===== config.mk =====
export PLATFORM = sky130hd
export DESIGN_NAME = lsu_decoder
export DESIGN_NICKNAME = d
export VERILOG_FILES = /design/src/common/soc_pkg.sv /design/src/source/lsu_decoder.sv
export SDC_FILE = /design/constraint.sdc
export NUM_CORES = 1
export LEC_CHECK = 0
export BUFFER_PORTS_ARGS = -buffer_cell sky130_fd_sc_hd__buf_4
export CORE_AREA = 8 8 45 47
export DETAILED_ROUTE_END_ITERATION = 8
export DIE_AREA = 0 0 53 55
export PLACE_DENSITY = 0.78
export SLEW_MARGIN = 20
export SYNTH_ARGS = -nofsm -noshare
export SYNTH_HDL_FRONTEND = slang
export SYNTH_SLANG_ARGS = --single-unit

===== constraint.sdc =====
create_clock -name vclk -period 4
set_input_delay 1 -clock vclk [all_inputs]
set_output_delay 1 -clock vclk [all_outputs]
set_load 0.02 [all_outputs]

===== src/common/soc_pkg.sv =====
package soc_pkg;

  ////////////////////////////////////////
  // bus widths
  ////////////////////////////////////////

  // data word width
  localparam int unsigned xlen = 32;
  // bytes per word
  localparam int unsigned blen = xlen/8;
  // byte offset width inside a word
  localparam int unsigned blog = $clog2(blen);
  // gpio pin count, same as a data word
  localparam int unsigned gw = 32;

  ////////////////////////////////////////
  // address map
  ////////////////////////////////////////

  // data memory byte address width, 16 KiB
  localparam int unsigned lsm_adr = 14;
  // number of words in data memory
  localparam int unsigned lsm_words = 2**(lsm_adr-blog);
  // high half of the map holds peripherals
  localparam int unsigned per_bit = 14;
  // inside peripherals, uart window vs gpio
  localparam int unsigned uart_bit = 6;

  // gpio register index, address bits 3:2
  localparam int unsigned gpio_idx_w = 2;
  localparam logic [gpio_idx_w-1:0] gpio_reg_out = 2'd0;
  localparam logic [gpio_idx_w-1:0] gpio_reg_ena = 2'd1;
  localparam logic [gpio_idx_w-1:0] gpio_reg_in = 2'd2;

  ////////////////////////////////////////
  // types
  ////////////////////////////////////////

  typedef logic [xlen-1:0] word_t;
  typedef logic [blen-1:0] ben_t;
  typedef logic [xlen-1:0] adr_t;
  typedef logic [gw-1:0]   gpio_t;

  // request, already in memory byte packing
  typedef struct packed {
    logic  vld;
    logic  wen;
    adr_t  adr;
    ben_t  ben;
    word_t wdt;
  } tcb_req_t;

  // response, one cycle after the request
  typedef struct packed {
    logic  vld;
    word_t rdt;
    logic  err;
  } tcb_rsp_t;

  // routing target of a request
  typedef enum logic [1:0] {
    tgt_mem  = 2'd0,
    tgt_gpio = 2'd1,
    tgt_uart = 2'd2,
    // misaligned access
    tgt_err  = 2'd3
  } target_e;

endpackage: soc_pkg

===== src/source/lsu_decoder.sv =====
`timescale 1ns/10ps

module lsu_decoder
  import soc_pkg::*;
(
  input  logic     clk,
  input  logic     rst_n,
  input  tcb_req_t req,
  output logic     mem_sel,
  output logic     gpio_sel,
  output target_e  tgt
);

  ////////////////////////////////////////
  // alignment
  ////////////////////////////////////////

  // index of the lowest enabled byte
  logic [blog-1:0] low_idx;
  logic            aligned;

  always_comb begin
    low_idx = '0;
    // scan down so the lowest set bit wins
    for (int i = blen-1; i >= 0; i--) begin
      if (req.ben[i]) begin
        low_idx = blog'(i);
      end
    end
  end

  // at least one byte and the first one on the address offset
  assign aligned = (|req.ben) && (low_idx == req.adr[blog-1:0]);

  ////////////////////////////////////////
  // address classification
  ////////////////////////////////////////

  always_comb begin
    if (!aligned) begin
      tgt = tgt_err;
    end else if (!req.adr[per_bit]) begin
      tgt = tgt_mem;
    end else if (req.adr[uart_bit]) begin
      // uart window has no controller behind it
      tgt = tgt_uart;
    end else begin
      tgt = tgt_gpio;
    end
  end

  // strobes only in the request cycle
  assign mem_sel  = req.vld && (tgt == tgt_mem);
  assign gpio_sel = req.vld && (tgt == tgt_gpio);

  // a strobe needs the addressed byte enabled and no enabled byte below it
  assert property (@(posedge clk) disable iff (!rst_n)
    (mem_sel || gpio_sel) |->
      (req.ben[req.adr[blog-1:0]] &&
       ((req.ben & ((ben_t'(1) << req.adr[blog-1:0]) - ben_t'(1))) == '0)));

endmodule: lsu_decoder


======== After elaboration in Yosys (flattened, before gate mapping) ========
Cells that the tools add are included.
W data, S select, Z words.
word-level totals
  register bits after elaboration ......... 0
  input bits .............................. 72
  output and inout bits ................... 4
  logic and storage cells ................. 14
cells by class
  equality and inequality tests ........... 2
  muxes and demuxes ....................... 7
  reductions and logical operators ........ 5
operators with widths
  operator              number
  $mux W2               7
  $reduce_or A4 Y1      1
  $logic_and A1 B1 Y1   3
  $eq A2 B1 Y1 const B  1
  $eq A2 B2 Y1          1
  $logic_not A2 Y1      1

======== Longest topological paths before layout ========
  word-level depth ........................ 9
  mapped depth ............................ 3
  gate-level depth less buffers ........... 3

======== Least setup slack after synthesis ========
Ideal clock, no wire load.
  path kind ............................... input to output
  start point ............................. in req[34] (netlist name)
  end point ............................... out gpio_sel
  arrival ................................. 1859 ps
  data required time ...................... 3000 ps
  slack ................................... 1141 ps
  cell stages on the path ................. 3
  path buffers ............................ 0
  cells stage by stage .................... nand3b_1 a2111oi_4 o2111a_1
between the ends
  cells in the longest elaborated chain, start to end .. 8
  elaborated cells on any way between the ends .. 9
  classes of those cells .................. eq/ne: 2; mux: 4; reduce/logical: 3
RTL lines
  item                   RTL line           source
  start: declaration     lsu_decoder.sv:8   input tcb_req_t req,
  $mux W2 (3 in a row)   lsu_decoder.sv:26  if (req.ben[i]) begin
  $eq A2 B2 Y1           lsu_decoder.sv:33  assign aligned = (|req.ben) && (low_idx == req.adr[blog-1:0]);
  $logic_and A1 B1 Y1 *  lsu_decoder.sv:33
  $mux W2 *              lsu_decoder.sv:40  if (!aligned) begin
  $eq A2 B1 Y1 *         lsu_decoder.sv:54  assign gpio_sel = req.vld && (tgt == tgt_gpio);
  $logic_and A1 B1 Y1 *  lsu_decoder.sv:54
  end: declaration       lsu_decoder.sv:10  output logic gpio_sel,
Every way passes the cells marked *; elsewhere a longest branch is shown, timed or not.

======== Worst setup path in the final report ========
Same ends and word-level chain as after synthesis.

==> impl_metrics.env <==
export IMPL_worstHoldStart="req[42]"
export IMPL_tns_ps=0
export IMPL_highest_layer="met3"
export IMPL_final_max_slew_viol_count=0
export IMPL_synthCells=13
export IMPL_timing_final_crit_period_ps=3060
export IMPL_cpPeakStageDelay_ps=400
export IMPL_core_rowCount=14
export IMPL_crit_path_end_kind="output port"
export IMPL_cts_resized=0
export IMPL_area_delta_synth_final_pct=101
export IMPL_multiInputGateArea_um2=105
export IMPL_instances_no_fill=42
export IMPL_grt_max_degree=5
export IMPL_worst_pin_slew_ps=358
export IMPL_gp_congestion=0.663
export IMPL_pre_cts_slack_ps=924
export IMPL_drv_cap=0
export IMPL_critPathLaunch="req[34]"
export IMPL_design_area_um2=234
export IMPL_min_to="tgt[0]"
export IMPL_gr_total_overflow=0
export IMPL_drtIter0Drc=0
export IMPL_finalNetCount=100
export IMPL_crit_type="in2out"
export IMPL_synth_simple_area_share_pct=30.1
export IMPL_post_cts_buffers=0
export IMPL_drt_first_pass_iters=1
export IMPL_hp_class="in2out"
export IMPL_synth_area_um2=116
export IMPL_start_kind="primary input"
export IMPL_die_area_um2=2920
export IMPL_ir_drop_uv=35.0
export IMPL_synth_distinct_cells=10
export IMPL_leakage_nw=0.125
export IMPL_cp_cell_sequence="buf_4 -> nand3b_1 -> a2111oi_4 -> o2111a_1 -> buf_4"
export IMPL_synth_top_area_share_pct=23.7
export IMPL_fin_crit_sh_pct=76.6
export IMPL_grt_pass1_wl_um=655
export IMPL_grt_pass1_vias=168
export IMPL_vias=159
export IMPL_synth_area_leaders="a2111oi_4 24%, nand2b_4 12%, o22ai_1 11%, inv_1 9.7%, o2111a_1 9.7%"
export IMPL_start_util_pct=8.41
export IMPL_io_buffer_count=13
export IMPL_wl_met2_um=113
export IMPL_rsz0062_at_grt="no"
export IMPL_cp_top_family="compound AO/OA/AOI/OAI gates"
export IMPL_routedWlPerCell_um=9.55
export IMPL_drt_met1_wl_um=198
export IMPL_die_h_um=55
export IMPL_p_per_area_nw_per_um2=91.7
export IMPL_synth_compound_area_share_pct=60.2
export IMPL_cts_hold_buf=0
export IMPL_min_path_cells=3
export IMPL_seq_area_frac_synth_pct=0
export IMPL_via_per_inst=3.79
export IMPL_io_pins=76
export IMPL_cp_num_buf_inv=2
export IMPL_nClkBuffers=0
export IMPL_relSlewSlack_pct=76.2
export IMPL_crit_fanout=4
export IMPL_synth_top_area_cell="a2111oi_4"
export IMPL_syn_nets=85
export IMPL_hpwl_um=353
export IMPL_placed_cells=42
export IMPL_core_um2=1380
export IMPL_wirelength_um=401
export IMPL_fillCellCount=150
export IMPL_crit_slowest_cell="a2111oi_4"
export IMPL_synthMuxAreaShare_pct=0
export IMPL_detail_route_antenna_nets=0
export IMPL_placed_cell_area_um2=234
export IMPL_final_layout_size_suffix_gt1_share_pct=61.5
export IMPL_setup_viol=0
export IMPL_antenna_cells=0
export IMPL_synth_xor_xnor_area_share_pct=0
export IMPL_drc=0
export IMPL_synth_top_family_by_area="compound AO/OA/AOI/OAI gates"
export IMPL_seq_cells=0
export IMPL_wl_met3_um=89
export IMPL_synth_warnings=0
export IMPL_antenna_found_initial=0
export IMPL_cp_data_arrival_time_ps=2060
export IMPL_finalWorstSetupSlack_ps=937
export IMPL_synth_avg_cell_area_um2=8.95
export IMPL_status="finished, final reports clean"
export IMPL_synthAdderAreaFrac_pct=0
export IMPL_path_common_cell="buf_4"
export IMPL_seq_area_um2=0
export IMPL_track_usage_pct=2.67
export IMPL_fin_util_pct=16.9
export IMPL_max_freq_mhz=326
export IMPL_die_w_um=53
export IMPL_required_ps=3000
export IMPL_hold_violations=0
-- cell usage in the layout (no fill, tap or decap) --
cell	instances
a21o_2	1
nand2b_4	1
o2111a_1	1
nand3b_1	1
o211a_1	1
inv_1	3
a2111oi_4	1
o22ai_1	2
nor4bb_1	1
buf_4	13
nor2_1	1
-- stage by stage --
step	power, mW	hold WS [ps]
after detailed placement	0.0216	2300
final	0.0215	2300
after floorplan	0.00916	2140
after global placement	0.0212	2300
after CTS	0.0217	2300
after global routing	0.0234	2320
-- where the power goes --
part | switching, mW | leakage, nW | internal [mW]
Sequential | 0 | 0 | 0
Combinational | 0.00975 | 0.125 | 0.0117
Clock | 0 | 0 | 0
-- final cells by class --
cell class         count  share of cell area, %
inverters              3                   4.81
multi-input cells     10                   44.9
well taps             16                   8.56
repair buffers        13                   41.7
-- routing by layer --
layer  vias up  GRT usage [%]
met5         -              0
met1        67           3.92
met2        13           3.32
met3         0           1.60
li1         79              -
met4         0              0
-- cell usage after synthesis --
library cell / n
inv_1: 3
o211a_1: 1
nor4bb_1: 1
a21o_2: 1
a2111oi_4: 1
nor2_1: 1
o22ai_1: 2
o2111a_1: 1
nand2b_4: 1
nand3b_1: 1
-- cell families after synthesis --
kind of cell / Yosys count
buffers and inverters: 3
AOI/OAI and AO/OA: 6
and+or+nand+nor: 4
-- worst max path at each step --
stage                     slack [ps]        to  depth (start not counted)
after global routing             880  gpio_sel                          5
final                            940  gpio_sel                          5
after global placement           940  gpio_sel                          5
after floorplan                 1140  gpio_sel                          3
after CTS                        920  gpio_sel                          5
after detailed placement         920  gpio_sel                          5
No activity file was read; power rests on OpenSTA's default activity.
