[src/common/soc_pkg.sv]
package soc_pkg;

  ////////////////////////////////////////
  // bus widths
  ////////////////////////////////////////

  // data word width
  localparam int unsigned xlen = 32;
  // bytes per word
  localparam int unsigned blen = xlen/8;
  // byte offset width inside a word
  localparam int unsigned blog = $clog2(blen);
  // gpio pin count, same as a data word
  localparam int unsigned gw = 32;

  ////////////////////////////////////////
  // address map
  ////////////////////////////////////////

  // data memory byte address width, 16 KiB
  localparam int unsigned lsm_adr = 14;
  // number of words in data memory
  localparam int unsigned lsm_words = 2**(lsm_adr-blog);
  // high half of the map holds peripherals
  localparam int unsigned per_bit = 14;
  // inside peripherals, uart window vs gpio
  localparam int unsigned uart_bit = 6;

  // gpio register index, address bits 3:2
  localparam int unsigned gpio_idx_w = 2;
  localparam logic [gpio_idx_w-1:0] gpio_reg_out = 2'd0;
  localparam logic [gpio_idx_w-1:0] gpio_reg_ena = 2'd1;
  localparam logic [gpio_idx_w-1:0] gpio_reg_in = 2'd2;

  ////////////////////////////////////////
  // types
  ////////////////////////////////////////

  typedef logic [xlen-1:0] word_t;
  typedef logic [blen-1:0] ben_t;
  typedef logic [xlen-1:0] adr_t;
  typedef logic [gw-1:0]   gpio_t;

  // request, already in memory byte packing
  typedef struct packed {
    logic  vld;
    logic  wen;
    adr_t  adr;
    ben_t  ben;
    word_t wdt;
  } tcb_req_t;

  // response, one cycle after the request
  typedef struct packed {
    logic  vld;
    word_t rdt;
    logic  err;
  } tcb_rsp_t;

  // routing target of a request
  typedef enum logic [1:0] {
    tgt_mem  = 2'd0,
    tgt_gpio = 2'd1,
    tgt_uart = 2'd2,
    // misaligned access
    tgt_err  = 2'd3
  } target_e;

endpackage: soc_pkg
[src/gpio/gpio_controller.sv]
`timescale 1ns/10ps

module gpio_controller
  import soc_pkg::*;
(
  input  logic     clk,
  input  logic     rst_n,
  input  tcb_req_t req,
  input  logic     sel,
  input  gpio_t    gpio_i,
  output gpio_t    gpio_o,
  output gpio_t    gpio_e,
  output word_t    rdt
);

  // register index from address bits 3:2
  logic [gpio_idx_w-1:0] idx;
  // register write strobe
  logic                  wr;
  // input synchronizer stages
  gpio_t                 sync_q1;
  gpio_t                 sync_q2;
  // read mux before the response register
  word_t                 rd_mux;

  assign idx = req.adr[blog +: gpio_idx_w];
  assign wr  = sel && req.wen;

  ////////////////////////////////////////
  // output and enable registers
  ////////////////////////////////////////

  always_ff @(posedge clk) begin
    if (!rst_n) begin
      gpio_o <= '0;
      gpio_e <= '0;
    end else if (wr) begin
      for (int b = 0; b < blen; b++) begin
        if (req.ben[b]) begin
          // input register and index 3 take no writes
          case (idx)
            gpio_reg_out: gpio_o[8*b +: 8] <= req.wdt[8*b +: 8];
            gpio_reg_ena: gpio_e[8*b +: 8] <= req.wdt[8*b +: 8];
            default: ;
          endcase
        end
      end
    end
  end

  ////////////////////////////////////////
  // input synchronizer
  ////////////////////////////////////////

  // two flops, pin visible to reads after 2 edges
  always_ff @(posedge clk) begin
    sync_q1 <= gpio_i;
    sync_q2 <= sync_q1;
  end

  ////////////////////////////////////////
  // read response
  ////////////////////////////////////////

  always_comb begin
    case (idx)
      gpio_reg_out: rd_mux = word_t'(gpio_o);
      gpio_reg_ena: rd_mux = word_t'(gpio_e);
      gpio_reg_in:  rd_mux = word_t'(sync_q2);
      // unmapped slot reads zero
      default:      rd_mux = '0;
    endcase
  end

  // registered, so gpio answers with memory latency
  always_ff @(posedge clk) begin
    if (sel) begin
      rdt <= rd_mux;
    end
  end

  // pins are driven to known levels once out of reset
  assert property (@(posedge clk) disable iff (!rst_n) !$isunknown({gpio_o, gpio_e}));

endmodule: gpio_controller

[config.mk]
export PLATFORM = sky130hd
export DESIGN_NAME = gpio_controller
export DESIGN_NICKNAME = d
export VERILOG_FILES = /design/src/common/soc_pkg.sv /design/src/gpio/gpio_controller.sv
export SDC_FILE = /design/constraint.sdc
export NUM_CORES = 1
export LEC_CHECK = 0
export ABC_AREA = 1
export BUFFER_PORTS_ARGS = -buffer_cell sky130_fd_sc_hd__buf_2
export CAP_MARGIN = 20
export CORE_MARGIN = 2
export CORE_UTILIZATION = 52
export CTS_CLUSTER_DIAMETER = 40
export CTS_CLUSTER_SIZE = 10
export DETAILED_ROUTE_END_ITERATION = 16
export PLACE_DENSITY_LB_ADDON = 0.12
export SLEW_MARGIN = 20
export SYNTH_ARGS = -nofsm -noshare
export SYNTH_HDL_FRONTEND = slang
export SYNTH_SLANG_ARGS = --single-unit
[constraint.sdc]
create_clock -name clk -period 3.2 [get_ports clk]
set_clock_uncertainty 0.2 [all_clocks]
set_input_delay 0.48 -clock clk [delete_from_list [all_inputs] [get_ports clk]]
set_output_delay 0.48 -clock clk [all_outputs]
set_load 0.01 [all_outputs]
-- Word-level counts from Yosys, hierarchy flattened
Index checks and enable logic that the tools add are counted.
- word-level logic and storage cells: 24
- bits in registers: 160
- equal/unequal tests: 2
- multiplexer cells: 1
- reductions and logical operators: 10
- operator list (operator ; count):
    32-bit case mux with 3 select lines ; 1
    3-bit AND reduction ; 8
    2-bit by 1-bit == test with 1-bit output (second input constant) ; 1
    2-bit == test (second input constant) ; 1
    2-bit logical NOT ; 1
    1-bit logical AND ; 1

-- Logic depth before layout (Yosys ltp)
- depth in word-level cells: 2
- depth in mapped cells: 6
- depth with buffers taken out: 5

-- Worst setup path after synthesis
No wires, ideal clock.
- path kind: input to register
- start point: input port req[39] (netlist bit)
- end point: register rdt[0], data pin
- stages: 4
- arrival time: 1138 ps
- setup time: 135 ps
- data required time: 2865 ps
- path buffers: 1
- path slack: 1727 ps
- path through: nor2_2 clkbuf_1 nand2_1 nand3_1
- longest elaborated chain between the ends: 2
- elaborated cells on any way between the ends: 4
- those cells by class: eq/ne: 2; mux: 1; reduce/logical: 1
- RTL lines (element ; RTL line ; source):
    from (decl) ; gpio_controller.sv:8 ; input tcb_req_t req,
    2-bit == test (tied with other cells) ; gpio_controller.sv:66 ; case (idx)
    32-bit case mux with 3 select lines (*) ; gpio_controller.sv:66 ;
    via rd_mux[0] ; gpio_controller.sv:24 ; word_t rd_mux;
    to (signal assigned) ; gpio_controller.sv:78 ; rdt <= rd_mux;
    to (decl) ; gpio_controller.sv:13 ; output word_t rdt
Mark *: on every way through the listed nets, which the timed path passes. The rest lies on a longest branch.
A chain may end at the register's enable or synchronous reset.

-- Worst setup path after layout
- start point: input port sel
- end point: register gpio_o[12]
- longest elaborated chain between the ends: 2
- RTL lines (element ; RTL line ; source):
    from (decl) ; gpio_controller.sv:9 ; input logic sel,
    1-bit logical AND ; gpio_controller.sv:27 ; assign wr = sel && req.wen;
    3-bit AND reduction (no source line) ; -- ;
    to (signal, indexed assignment) ; gpio_controller.sv:42 ; gpio_reg_out: gpio_o[8*b +: 8] <= req.wdt[8*b +: 8];
    to (decl) ; gpio_controller.sv:11 ; output gpio_t gpio_o,
Every way passes these cells.

==> impl_results.md <==
- Maximum vdd ir drop: ~0.00043 V
- Max-slew violation count: 0
- Worst-Skew Late Latency: ~0.54 ns
- CTS Hold Bufs: 32
- Worst-margin pin slew: 0.916 ns
- Min Hold Slack: between 0.07 and 0.08 ns
- Final total power: ~0.0047 W
- Slew headroom: 38.8%
- Fin crit period: approximately 1.8 ns
- Cells after synthesis: 630
- CTS-repair resized insts: 0
- Clock transition at path regs: roughly 0.06 ns
- Max cap viols: 0
- Setup crit end kind: register
- Most frequent cells in the layout: buf_2, nand2_1, nor2_1
- Syn avg cell area: between 8 and 9 um2
- WP data required: approximately 3.5 ns
- GRT Total Usage: roughly 25%
- Remaining global-route overflow: 0
- Starting Density: a little over half
- Final period util: a little under three fifths
- Crit-path max FO: 17
- LEAKAGE: around 3.6 nW
- Seq cells post-synth: 160
- Largest net degree at the start of global routing: 65
- Hold Path Class: input port to register
- Fmax: 0.562 GHz
- Nets: between 900 and 1000
- Outcome: complete, no violations
- First-pass GRT wire length: between 20000 and 25000 um
- CTS Buf Count: 17
- CP arrival: roughly 2.1 ns
- Area occupied by multi-input gates: between 1500 and 2000 um2
- Storage cell area: ~3500 um2
- Syn_nets: between 700 and 800
- Die area: 11300 um2
- Setup Fix Bufs, Post-CTS: 0
- Ports: ~200
- Vias/cell: 4.89
- R2r setup slk: ~2.3 ns
- Initial DRT Pass Iterations: 5
- Area grow syn2layout: 35.4%
- Wire length per cell: about 14 um
- Die Span Y: ~110 um
- Critical path class: input port to register
- Final ANT Viol Nets: 0
- Place WS: 0.873 ns
- Post-route DRC: 0
- Seq/Total Area, Yosys: 64.5%
- Root Buffer: clkbuf_8
- Commonest non-fill, non-tap cell in the layout: buf_2
- Cell row count: 37
- Ys Warns: 0
- CTS tree: built
- Setup-failing EPs final: 0
- Final Hold Viols: 0
- Clock Sinks: between 150 and 200
- Pwr Density: 633 nW/um2
- Share of cells above drive strength 1: approximately a quarter
- TNS Setup: 0 ns
- Worst Slack Setup Final: approximately 1.4 ns
- Starting DRT DRC Count: between 200 and 250
- Post-Place Cells: roughly 920
- H-tree levels: 4
- Die width: 107 um
- Routed WL: 13600 um
- Initial antenna violation count: 1
- Detail Placement HPWL: 8690 um
- Non-filler cells, final: roughly 980
- Vias in the first global route: around 4600
- Yosys top cell area share: 46.9%
- Max Root-Sink Buffers: 2
- Synth top area cells: dfxtp_1, edfxtp_1, nand2_1
- Via count: about 4800
- Placer Congestion: 0.784
- Synth unique cells: 12
- Number of diodes: 0
- Yosys top cell by area: dfxtp_1
- # port buffers: around 170
- RSZ-0062 raised after global routing: no
- Filler instances: between 700 and 800
- Core ar.: 10300 um2
- Mapped Area: ~5500 um2
- CP Launch Type: input port
-- sequential cells by signal, summed over array words and instances, names as in the netlist --
signal / count
gpio_e: 32
gpio_o: 32
rdt: 32
sync_q1: 32
sync_q2: 32
-- cells in the mapped netlist --
cell type,count
nor2_1,137
nor2_4,1
nand3_1,100
clkbuf_1,3
dfxtp_1,128
buf_4,4
buf_1,6
buf_2,13
inv_1,38
nand2_1,163
edfxtp_1,32
nor2_2,5
-- metrics by stage --
stage,util (%),instance area (um2)
3_3_place_gp,62.5,6420
3_5_place_dp,62.5,6420
2_1_floorplan,-,5460
4_1_cts,72.0,7390
6_report,72.0,7400
5_1_grt,72.0,7400
-- final timing paths --
| kind | from | to | cells after the start |
|---|---|---|---|
| max | sel | gpio_o[12] | 6 |
| max reg2reg | gpio_e[0] | rdt[0] | 2 |
| min reg2reg | sync_q1[20] | sync_q2[20] | 0 |
| min | req[18] | gpio_o[18] | 5 |
-- power by group --
group	switching [W]	leakage (nW)	internal, W
combinational	0.000181	1.85	0.000130
sequential	0.0000299	1.39	0.00214
clock	0.000772	0.317	0.00143
-- metal layers --
layer,GRT usage [%],up-vias,share of wire (%)
li1,-,2388,-
met1,30.0,2186,40
met2,42.0,187,51
met3,6.68,27,7.4
met4,10.9,0,2.3
met5,0,-,0
-- critical path, cell delays in order --
cell	delay [ns]
buf_2	0.37
buf_4	0.31
nand3_1	0.12
nor2_1	0.52
nor2_1	0.11
nor2_1	0.13
-- layout make-up --
| class | count | share of cell area (%) |
|---|---|---|
| clock buffer | 22 | 6.39 |
| timing repair buffer | 207 | 16.6 |
| inverter | 38 | 1.93 |
| clock inverter | 10 | 2.44 |
| sequential | 160 | 47.6 |
| tap | 136 | 2.30 |
| multi-input combinational | 406 | 22.7 |
-- kinds of logic after synthesis --
kind of cell | Yosys count | share of synthesized area (%)
simple gates | 406 | 30.5
buf+inv | 64 | 4.97
flops | 160 | 64.5
Note: power is estimated with default switching activity, not from simulation.
