**src/common/soc_pkg.sv**
```systemverilog
package soc_pkg;

  ////////////////////////////////////////
  // bus widths
  ////////////////////////////////////////

  // data word width
  localparam int unsigned xlen = 32;
  // bytes per word
  localparam int unsigned blen = xlen/8;
  // byte offset width inside a word
  localparam int unsigned blog = $clog2(blen);
  // gpio pin count, same as a data word
  localparam int unsigned gw = 32;

  ////////////////////////////////////////
  // address map
  ////////////////////////////////////////

  // data memory byte address width, 16 KiB
  localparam int unsigned lsm_adr = 14;
  // number of words in data memory
  localparam int unsigned lsm_words = 2**(lsm_adr-blog);
  // high half of the map holds peripherals
  localparam int unsigned per_bit = 14;
  // inside peripherals, uart window vs gpio
  localparam int unsigned uart_bit = 6;

  // gpio register index, address bits 3:2
  localparam int unsigned gpio_idx_w = 2;
  localparam logic [gpio_idx_w-1:0] gpio_reg_out = 2'd0;
  localparam logic [gpio_idx_w-1:0] gpio_reg_ena = 2'd1;
  localparam logic [gpio_idx_w-1:0] gpio_reg_in = 2'd2;

  ////////////////////////////////////////
  // types
  ////////////////////////////////////////

  typedef logic [xlen-1:0] word_t;
  typedef logic [blen-1:0] ben_t;
  typedef logic [xlen-1:0] adr_t;
  typedef logic [gw-1:0]   gpio_t;

  // request, already in memory byte packing
  typedef struct packed {
    logic  vld;
    logic  wen;
    adr_t  adr;
    ben_t  ben;
    word_t wdt;
  } tcb_req_t;

  // response, one cycle after the request
  typedef struct packed {
    logic  vld;
    word_t rdt;
    logic  err;
  } tcb_rsp_t;

  // routing target of a request
  typedef enum logic [1:0] {
    tgt_mem  = 2'd0,
    tgt_gpio = 2'd1,
    tgt_uart = 2'd2,
    // misaligned access
    tgt_err  = 2'd3
  } target_e;

endpackage: soc_pkg
```
**src/source/response_merge.sv**
```systemverilog
`timescale 1ns/10ps

module response_merge
  import soc_pkg::*;
(
  input  logic     clk,
  input  logic     rst_n,
  input  logic     req_vld,
  input  target_e  tgt,
  input  word_t    mem_rdt,
  input  word_t    gpio_rdt,
  output tcb_rsp_t rsp
);

  ////////////////////////////////////////
  // request in flight
  ////////////////////////////////////////

  // valid and target of last cycle's request
  logic    vld_q;
  target_e tgt_q;

  always_ff @(posedge clk) begin
    if (!rst_n) begin
      vld_q <= 1'b0;
      tgt_q <= tgt_mem;
    end else begin
      vld_q <= req_vld;
      // keep last target when idle
      if (req_vld) begin
        tgt_q <= tgt;
      end
    end
  end

  ////////////////////////////////////////
  // response
  ////////////////////////////////////////

  always_comb begin
    rsp.vld = vld_q;
    // data source follows the target
    case (tgt_q)
      tgt_mem:  rsp.rdt = mem_rdt;
      tgt_gpio: rsp.rdt = gpio_rdt;
      // uart and misaligned carry no data
      default:  rsp.rdt = '0;
    endcase
    // error for uart window and bad alignment
    rsp.err = vld_q && ((tgt_q == tgt_uart) || (tgt_q == tgt_err));
  end

  // a request always names a known target
  assert property (@(posedge clk) disable iff (!rst_n) req_vld |-> !$isunknown(tgt));

endmodule: response_merge

```
**config.mk**
```make
export PLATFORM = sky130hd
export DESIGN_NAME = response_merge
export DESIGN_NICKNAME = d
export VERILOG_FILES = /design/src/common/soc_pkg.sv /design/src/source/response_merge.sv
export SDC_FILE = /design/constraint.sdc
export NUM_CORES = 1
export LEC_CHECK = 0
export BUFFER_PORTS_ARGS = -buffer_cell sky130_fd_sc_hd__buf_2
export CORE_UTILIZATION = 25
export DETAILED_ROUTE_END_ITERATION = 8
export PLACE_DENSITY = 0.75
export SYNTH_ARGS = -nofsm -noshare
export SYNTH_HDL_FRONTEND = slang
export SYNTH_SLANG_ARGS = --single-unit
```
**constraint.sdc**
```tcl
create_clock -name clk -period 0.8 [get_ports clk]
set_clock_uncertainty 0.05 [all_clocks]
set_input_delay 0 -clock clk [delete_from_list [all_inputs] [get_ports clk]]
set_output_delay 0 -clock clk [all_outputs]
set_load 0.02 [all_outputs]
```
After elaboration in Yosys (flattened, before gate mapping)
Cells that the tools add are included.
- memory bits (writable): 0
- ROM bits: 0
- flip-flop bits (word level): 3
- input port bits: 69
- output and inout port bits: 34
- latch bits: 0
- logic and storage cells: 9
- memories: 0
- bitwise operators: 0
- shift-type cells: 0
- reduce and logical (&&, ||, !) cells: 3
- div/mod/pow operators: 0
- mux-type cells: 1
- $mul: 0
- $add $sub $neg: 0
- equal/unequal tests: 3
- order comparisons: 0
- operators with widths (operator ; count):
    $pmux W32 S2 ; 1
    $eq A2 B2 Y1 const B ; 2
    $eq A2 B1 Y1 const B ; 1
    $logic_not A2 Y1 ; 1
    $logic_and A1 B1 Y1 ; 1
    $logic_or A1 B1 Y1 ; 1

Longest topological paths before layout
Gate-level depths: netlist (run 1).
- depth after elaboration: 3
- gate-level depth with buffers: 4
- depth with buffers taken out: 2

Worst setup path before layout (run 1)
OpenSTA, ideal clock, no wires.
- path type: register to output
- start: register tgt_q[0]
- end: output port rsp[10] (netlist bit)
- data arrival time: 0.956 ns
- stages on the path, launching flop included: 5
- path buffers: 2
- setup slack: -0.206 ns
- path through: dfxtp_1 -> buf_6 -> buf_12 -> mux2i_1 -> nor2_1
- RTL lines (what ; RTL line ; text):
    start: declaration ; response_merge.sv:21 ; target_e tgt_q;
    start signal: assignment ; response_merge.sv:26 ; tgt_q <= tgt_mem;
    start signal: assignment ; response_merge.sv:31 ; tgt_q <= tgt;
    end: declaration ; response_merge.sv:12 ; output tcb_rsp_t rsp

==> out/qor.csv, run 1 <==
stage;metric;value;unit
synthesis;register area share after synthesis;0.0934;
final_layout;antenna cells;0;
timing;final worst slack;-0.455;ns
drt;WL met1;834;um
synthesis;multiplexer area fraction after synthesis;0.529;
drt;Vias;946;
setup_path;CP Cell Sequence;buf_12, mux2i_2, nor2_2, buf_2;
setup_path;crit path max-delay cell type;dfxtp_4;
floorplanning;die width;52.7;um
clock_tree;CTS tree;built;
synthesis;Seq cells post-synth;3;
drt;DR top layer;met3;
setup_path;Crit Path Category;reg2out;
placement;placed instance area;1260;um2
grt;Total GRT Usage;0.148;
clock_tree;CTS H-Tree Depth;1;
outcome;outcome;finished, violations left;
drt;drc violations;0;
synthesis;Post-Syn Nets;151;
setup_path;CP bufs+invs;2;
setup_path;Worst Setup Start Kind;register;
drt;DR WL met3;142;um
final_layout;share of cells above drive strength 1;0.824;
setup_path;Critical Path Sink Type;output port;
floorplanning;core area;2450;um2
setup_path;maximum fanout along the worst path;15;
synthesis;Post-Synth XOR/XNOR Area;0;
synthesis;Adder-Cell Fraction of Synth Area;0;
timing;Max-slew headroom;0.876;
floorplanning;Starting Density;0.262;
timing;setup TNS;-14.25;ns
setup_path;delay-heaviest family, CP;flip-flops;
final_layout;Layout Utilization;0.590;
grt;total grt overflow;0;
clock_tree;Clock Pin Slew Worst Setup and Hold Paths;0.03;ns
synthesis;post-synth cell types;10;
synthesis;Synth Area in Compound Gates;0;
setup_path;Slowest Stage Delay on Critical Path;0.36;ns
timing;final hold vios;0;
final_layout;commonest non-fill, non-tap cell in the layout;buf_2;
grt;largest net degree at the start of global routing;19;
timing;Worst-Margin Slew;0.181;ns
outcome;failing checks;setup timing;
clock_tree;TritonCTS Buffers;3;
pwr;LEAKAGE;0.732;nW
floorplanning;row count;18;
floorplanning;DIE AREA;2780;um2
grt;first-pass GRT wire length;3090;um
placement;Final Wtd Congestion;0.742;
timing;RSZ-0062 raised after global routing;true;
floorplanning;# IOs;103;
pwr;maximum VDD drop;0.00107;V
timing;min cycle time layout;1.26;ns
clock_tree;CTS root buf;clkbuf_4;
placement;IO Port Bufs;102;
timing;Max Freq;797;MHz
placement;hpwl dp;1870;um
floorplanning;Die Span Y;52.7;um
final_layout;Area Growth Syn to Fin;125;%
setup_path;Critical Path RT;0.75;ns
final_layout;number of nets in the layout;257;
drt;metal2 WL;1470;um
synthesis;Syn Inst Count;82;
drt;WL/cell;11.3;um
drt;TritonRoute pass-1 iters;4;
timing;Pins Over Slew Limit;0;
clock_tree;Worst-Skew Late Latency;0.23;ns
final_layout;Design Area, Final;1450;um2
final_layout;most frequent cells in the layout;buf_2, nor2_2, mux2i_1;
drt;vias per std cell;4.36;
grt;vias in the first global route;773;
timing;Setup-failing EPs final;34;
job;# Max-Cap Violations;0;
synthesis;Yosys top cell area share;0.529;
synthesis;post-synthesis average cell area;7.84;um2
hold_path;HP Class;in2reg;
clock_tree;CTS max path bufs;2;
drt;final WL;2450;um
drt;Final ANT Viol Nets;0;
drt;DRT iter0 DRCs;6;
clock_tree;Post-CTS Setup Bufs;0;
synthesis;Mapped Area;643;um2
clock_tree;CTS Sinks;3;
synthesis;Synth area leader;mux2i_1;
synthesis;Yosys warnings;0;
timing;Final Cycle Share;1.57;
synthesis;largest family of logic cells by synthesized area;multiplexers;
pwr;total power per unit cell area;997;nW/um2
grt;antenna violations before repair;0;
synthesis;top cells by area, synth;mux2i_1, nor2_1, buf_12;
setup_path;crit path DAT;1.21;ns
synthesis;Synth Area in Simple Gates;0.226;
-- layout make-up --
class                   count  area, um2
fillers                   240       1010
repair buffers            110        697
flip-flops and latches      3       67.6
well taps                  30       37.5
multi-input cells          70        621
clock buffers               4       26.3
-- worst min-delay path, stage by stage --
cell and delay (ns):
buf_2 0.07, mux2i_1 0.06, nor2b_1 0.12
-- path summary, 6_finish.rpt --
kind / startpoint / end / slack [ns] / cells past startpoint
worst min register to register: tgt_q[1] / tgt_q[1] / 0.56 / 2
worst max register to register: tgt_q[0] / tgt_q[0] / -0.06 / 3
worst max-delay path: tgt_q[0] / rsp[6] / -0.46 / 4
worst min-delay path: tgt[1] / tgt_q[1] / 0.02 / 3
-- repair_timing --
action / in CTS / in global routing
hold endpoints to repair: 3 / 0
setup endpoints to repair: 34 / 34
gates resized for setup: 7 / 30
hold buffers: 3 / 0
-- stage by stage --
stage               std cells  setup slack [ns]  power, mW  hold WS [ns]
floorplan                  82            -0.129      0.724        0.0717
global placement          210            -0.209       1.05         0.189
detailed placement        210            -0.223       1.06         0.190
CTS                       217            -0.462       1.35        0.0268
global route              217            -0.525       1.54        0.0463
finish                    217            -0.455       1.45        0.0196
-- routing by layer --
| metal | GRT usage | vias up |
|---|---|---|
| li1 | - | 484 |
| met1 | 0.155 | 423 |
| met2 | 0.293 | 39 |
| met3 | 0.0203 | 0 |
| met4 | 0.0526 | 0 |
| met5 | 0 | - |
-- kinds of logic after synthesis --
group,count (synthesis)
buffers and inverters,9
and+or+nand+nor,36
DFF,3
muxes,34
-- cells in the mapped netlist --
library cell  count
buf_12            3
nor2_1           32
nor2b_1           2
and2_1            2
buf_2             3
mux2i_1          34
buf_4             1
clkbuf_1          1
dfxtp_1           3
buf_6             1
-- state kept, by name (all words and copies together), names as in the netlist --
register  cells
vld_q         1
tgt_q         2
-- where the power goes --
part | switching, mW | internal, mW
clock | 0.0689 | 0.186
combinational | 0.519 | 0.501
sequential | 0.0125 | 0.157
total | 0.600 | 0.845
Power figures use the tool's default switching activity.
==> inputs of run 2 (changes only) <==
--- a/config.mk
+++ b/config.mk
@@ -6,6 +6,7 @@
 export NUM_CORES = 1
 export LEC_CHECK = 0
 export BUFFER_PORTS_ARGS = -buffer_cell sky130_fd_sc_hd__buf_2
+export CORE_ASPECT_RATIO = 0.9
 export CORE_UTILIZATION = 25
 export DETAILED_ROUTE_END_ITERATION = 8
 export PLACE_DENSITY = 0.75
==> out/qor.csv, run 2 (synthesized netlist as in run 1, its figures left out) <==
stage;metric;value;unit;change
final_layout;commonest non-fill, non-tap cell in the layout;buf_2;;
floorplanning;core area;2450;um2;-0.36%
clock_tree;CTS Sinks;3;;unchanged
timing;RSZ-0062 raised after global routing;true;;
pwr;switch share;0.408;;-0.00698
setup_path;setup slack, reg-to-reg;-0.08;ns;-0.02 ns
floorplanning;row count;17;;-1
placement;placed instance area;1270;um2;+0.99%
setup_path;crit path max-delay cell type;dfxtp_4;;
final_layout;number of nets in the layout;261;;+1.6%
drt;DRT iter0 DRCs;11;;+5
clock_tree;CTS max path bufs;2;;unchanged
timing;final worst slack;-0.486;ns;-0.0305 ns
timing;Pins Over Slew Limit;0;;unchanged
final_layout;Design Area, Final;1610;um2;+11%
clock_tree;CTS tree;built;;
placement;hpwl dp;1890;um;+0.89%
clock_tree;Clock Pin Slew Worst Setup and Hold Paths;0.04;ns;about the same
pwr;Pint;0.938;mW;+11%
final_layout;Area Growth Syn to Fin;150;%;
final_layout;most frequent cells in the layout;buf_2, nor2_2, mux2i_1;;
timing;Final Cycle Share;1.61;;+0.0381
clock_tree;CTS H-Tree Depth;1;;unchanged
clock_tree;Post-CTS Setup Bufs;0;;unchanged
drt;drc violations;0;;unchanged
final_layout;antenna cells;0;;unchanged
job;# Max-Cap Violations;0;;unchanged
clock_tree;TritonCTS Buffers;3;;unchanged
timing;WHS;0.0350;ns;+0.0154 ns
outcome;outcome;finished, violations left;;
pwr;Pwr Total;1.58;mW;+9.7%
timing;Max Freq;778;MHz;-2.4%
setup_path;delay-heaviest family, CP;flip-flops;;
floorplanning;Die Span Y;50.1;um;-4.9%
floorplanning;# IOs;103;;unchanged
setup_path;Crit Path Category;reg2out;;
drt;TritonRoute pass-1 iters;6;;+2
setup_path;crit path DAT;1.24;ns;+0.03 ns
pwr;Combinational Power Share;0.722;;+0.016
setup_path;Slowest Stage Delay on Critical Path;0.40;ns;+0.04 ns
grt;first-pass GRT wire length;3800;um;+23%
setup_path;CP bufs+invs;2;;unchanged
setup_path;Worst Setup Start Kind;register;;
drt;WL/cell;12.2;um;+8.1%
pwr;clock network power share;0.168;;-0.009
grt;largest net degree at the start of global routing;15;;-4
timing;setup TNS;-14.97;ns;-0.729 ns
grt;met3 Use GR;0.0262;;+0.00596
clock_tree;CTS root buf;clkbuf_4;;
pwr;total power per unit cell area;984;nW/um2;-1.3%
timing;Worst-Margin Slew;0.176;ns;-0.00420 ns
grt;antenna violations before repair;0;;unchanged
grt;met2 Track Usage GR;0.321;;+0.0280
placement;IO Port Bufs;102;;unchanged
final_layout;max reg flops;2;;unchanged
drt;Vias;949;;+0.32%
grt;gr busiest metal;met2;;
final_layout;Largest regs;tgt_q: 2 flops, vld_q: 1 flops;;
floorplanning;Starting Density;0.263;;+0.000938
pwr;LEAKAGE;0.778;nW;+6.3%
final_layout;fill count;222;;-7.5%
grt;vias in the first global route;894;;+16%
timing;Setup-failing EPs final;34;;unchanged
pwr;maximum VDD drop;0.000830;V;-23%
pwr;NetSw;0.647;mW;+7.8%
floorplanning;die width;55.5;um;+5.2%
setup_path;Critical Path Sink Type;output port;;
drt;Final ANT Viol Nets;0;;unchanged
clock_tree;Worst-Skew Late Latency;0.23;ns;about the same
timing;Max-slew headroom;0.879;;+0.00288
timing;final hold vios;0;;unchanged
final_layout;share of cells above drive strength 1;0.853;;+0.0299
setup_path;maximum fanout along the worst path;14;;-1
grt;Total GRT Usage;0.174;;+0.0256
drt;final WL;2670;um;+9.1%
setup_path;Critical Path RT;0.75;ns;about the same
placement;Final Wtd Congestion;0.807;;+8.7%
pwr;Seq pwr share;0.111;;-0.006
hold_path;Hold Startpoint;req_vld;;
final_layout;Top reg by flops;tgt_q;;
outcome;failing checks;setup timing;;
setup_path;Reg-to-Reg Start;tgt_q[0];;
grt;GR Layer Usage met1;0.197;;+0.0418
drt;vias per std cell;4.33;;-0.60%
grt;total grt overflow;0;;unchanged
hold_path;HP Class;in2reg;;
placement;Placed Cells;210;;unchanged
setup_path;Worst setup startpoint;tgt_q[0];;
floorplanning;DIE AREA;2780;um2;about the same
final_layout;Final Non-Filler Cells;219;;+0.92%
timing;min cycle time layout;1.29;ns;+0.0305 ns
setup_path;CP Cell Sequence;buf_12, mux2i_1, nor2_2, buf_2;;
-- run 2: cell count changes in the layout (fill, tap and decap cells not counted), sizes merged --
cell,previous run,this run
buf,107,110
dlygate4sd3,3,4
-- run 2: what timing repair did --
action,in CTS,in global routing
hold buffers,4,0
hold endpoints to repair,3,0
resized for setup,24,38
pin swaps,0,0
setup endpoints to repair,34,35
gates cloned,1,0
-- run 2: final cells by class --
type,instances,area [um2],area share
Clock buffer,4,26.3,0.0163
Multi-Input combinational cell,70,696,0.432
Sequential cell,3,67.6,0.0420
Tap cell,28,35.0,0.0218
Timing Repair Buffer,114,786,0.488
-- run 2: worst reg2reg max path, stage by stage, from the launching register on --
cell and delay (ns):
dfxtp_4 0.37, buf_12 0.16, mux2i_1 0.13, nor2b_1 0.06
-- run 2: path summary, 6_finish.rpt --
| path | endpoint | cells after the start |
|---|---|---|
| min reg2reg | tgt_q[1] | 2 |
| max reg2reg | tgt_q[0] | 3 |
| min | tgt_q[1] | 3 |
| max | rsp[19] | 4 |
-- run 2: through the flow --
step,utilization,worst slack [ns]
final,0.658,-0.486
after detailed placement,0.521,-0.243
after CTS,0.588,-0.498
after global routing,0.658,-0.554
after floorplan,-,-0.129
after global placement,0.521,-0.238
-- run 2: power groups by stage --
stage,registers [mW],clock network (mW),logic (mW)
finish,0.175,0.266,1.14
global route,0.177,0.301,1.21
floorplan,0.164,0,0.561
detailed placement,0.177,0,0.890
CTS,0.175,0.280,0.987
global placement,0.177,0,0.883
-- run 2: routing by layer --
| layer | share of wire | routed length, um |
|---|---|---|
| met1 | 0.38 | 1010 |
| met2 | 0.56 | 1490 |
| met3 | 0.047 | 126 |
| met4 | 0.016 | 42 |
| met5 | 0 | 0 |
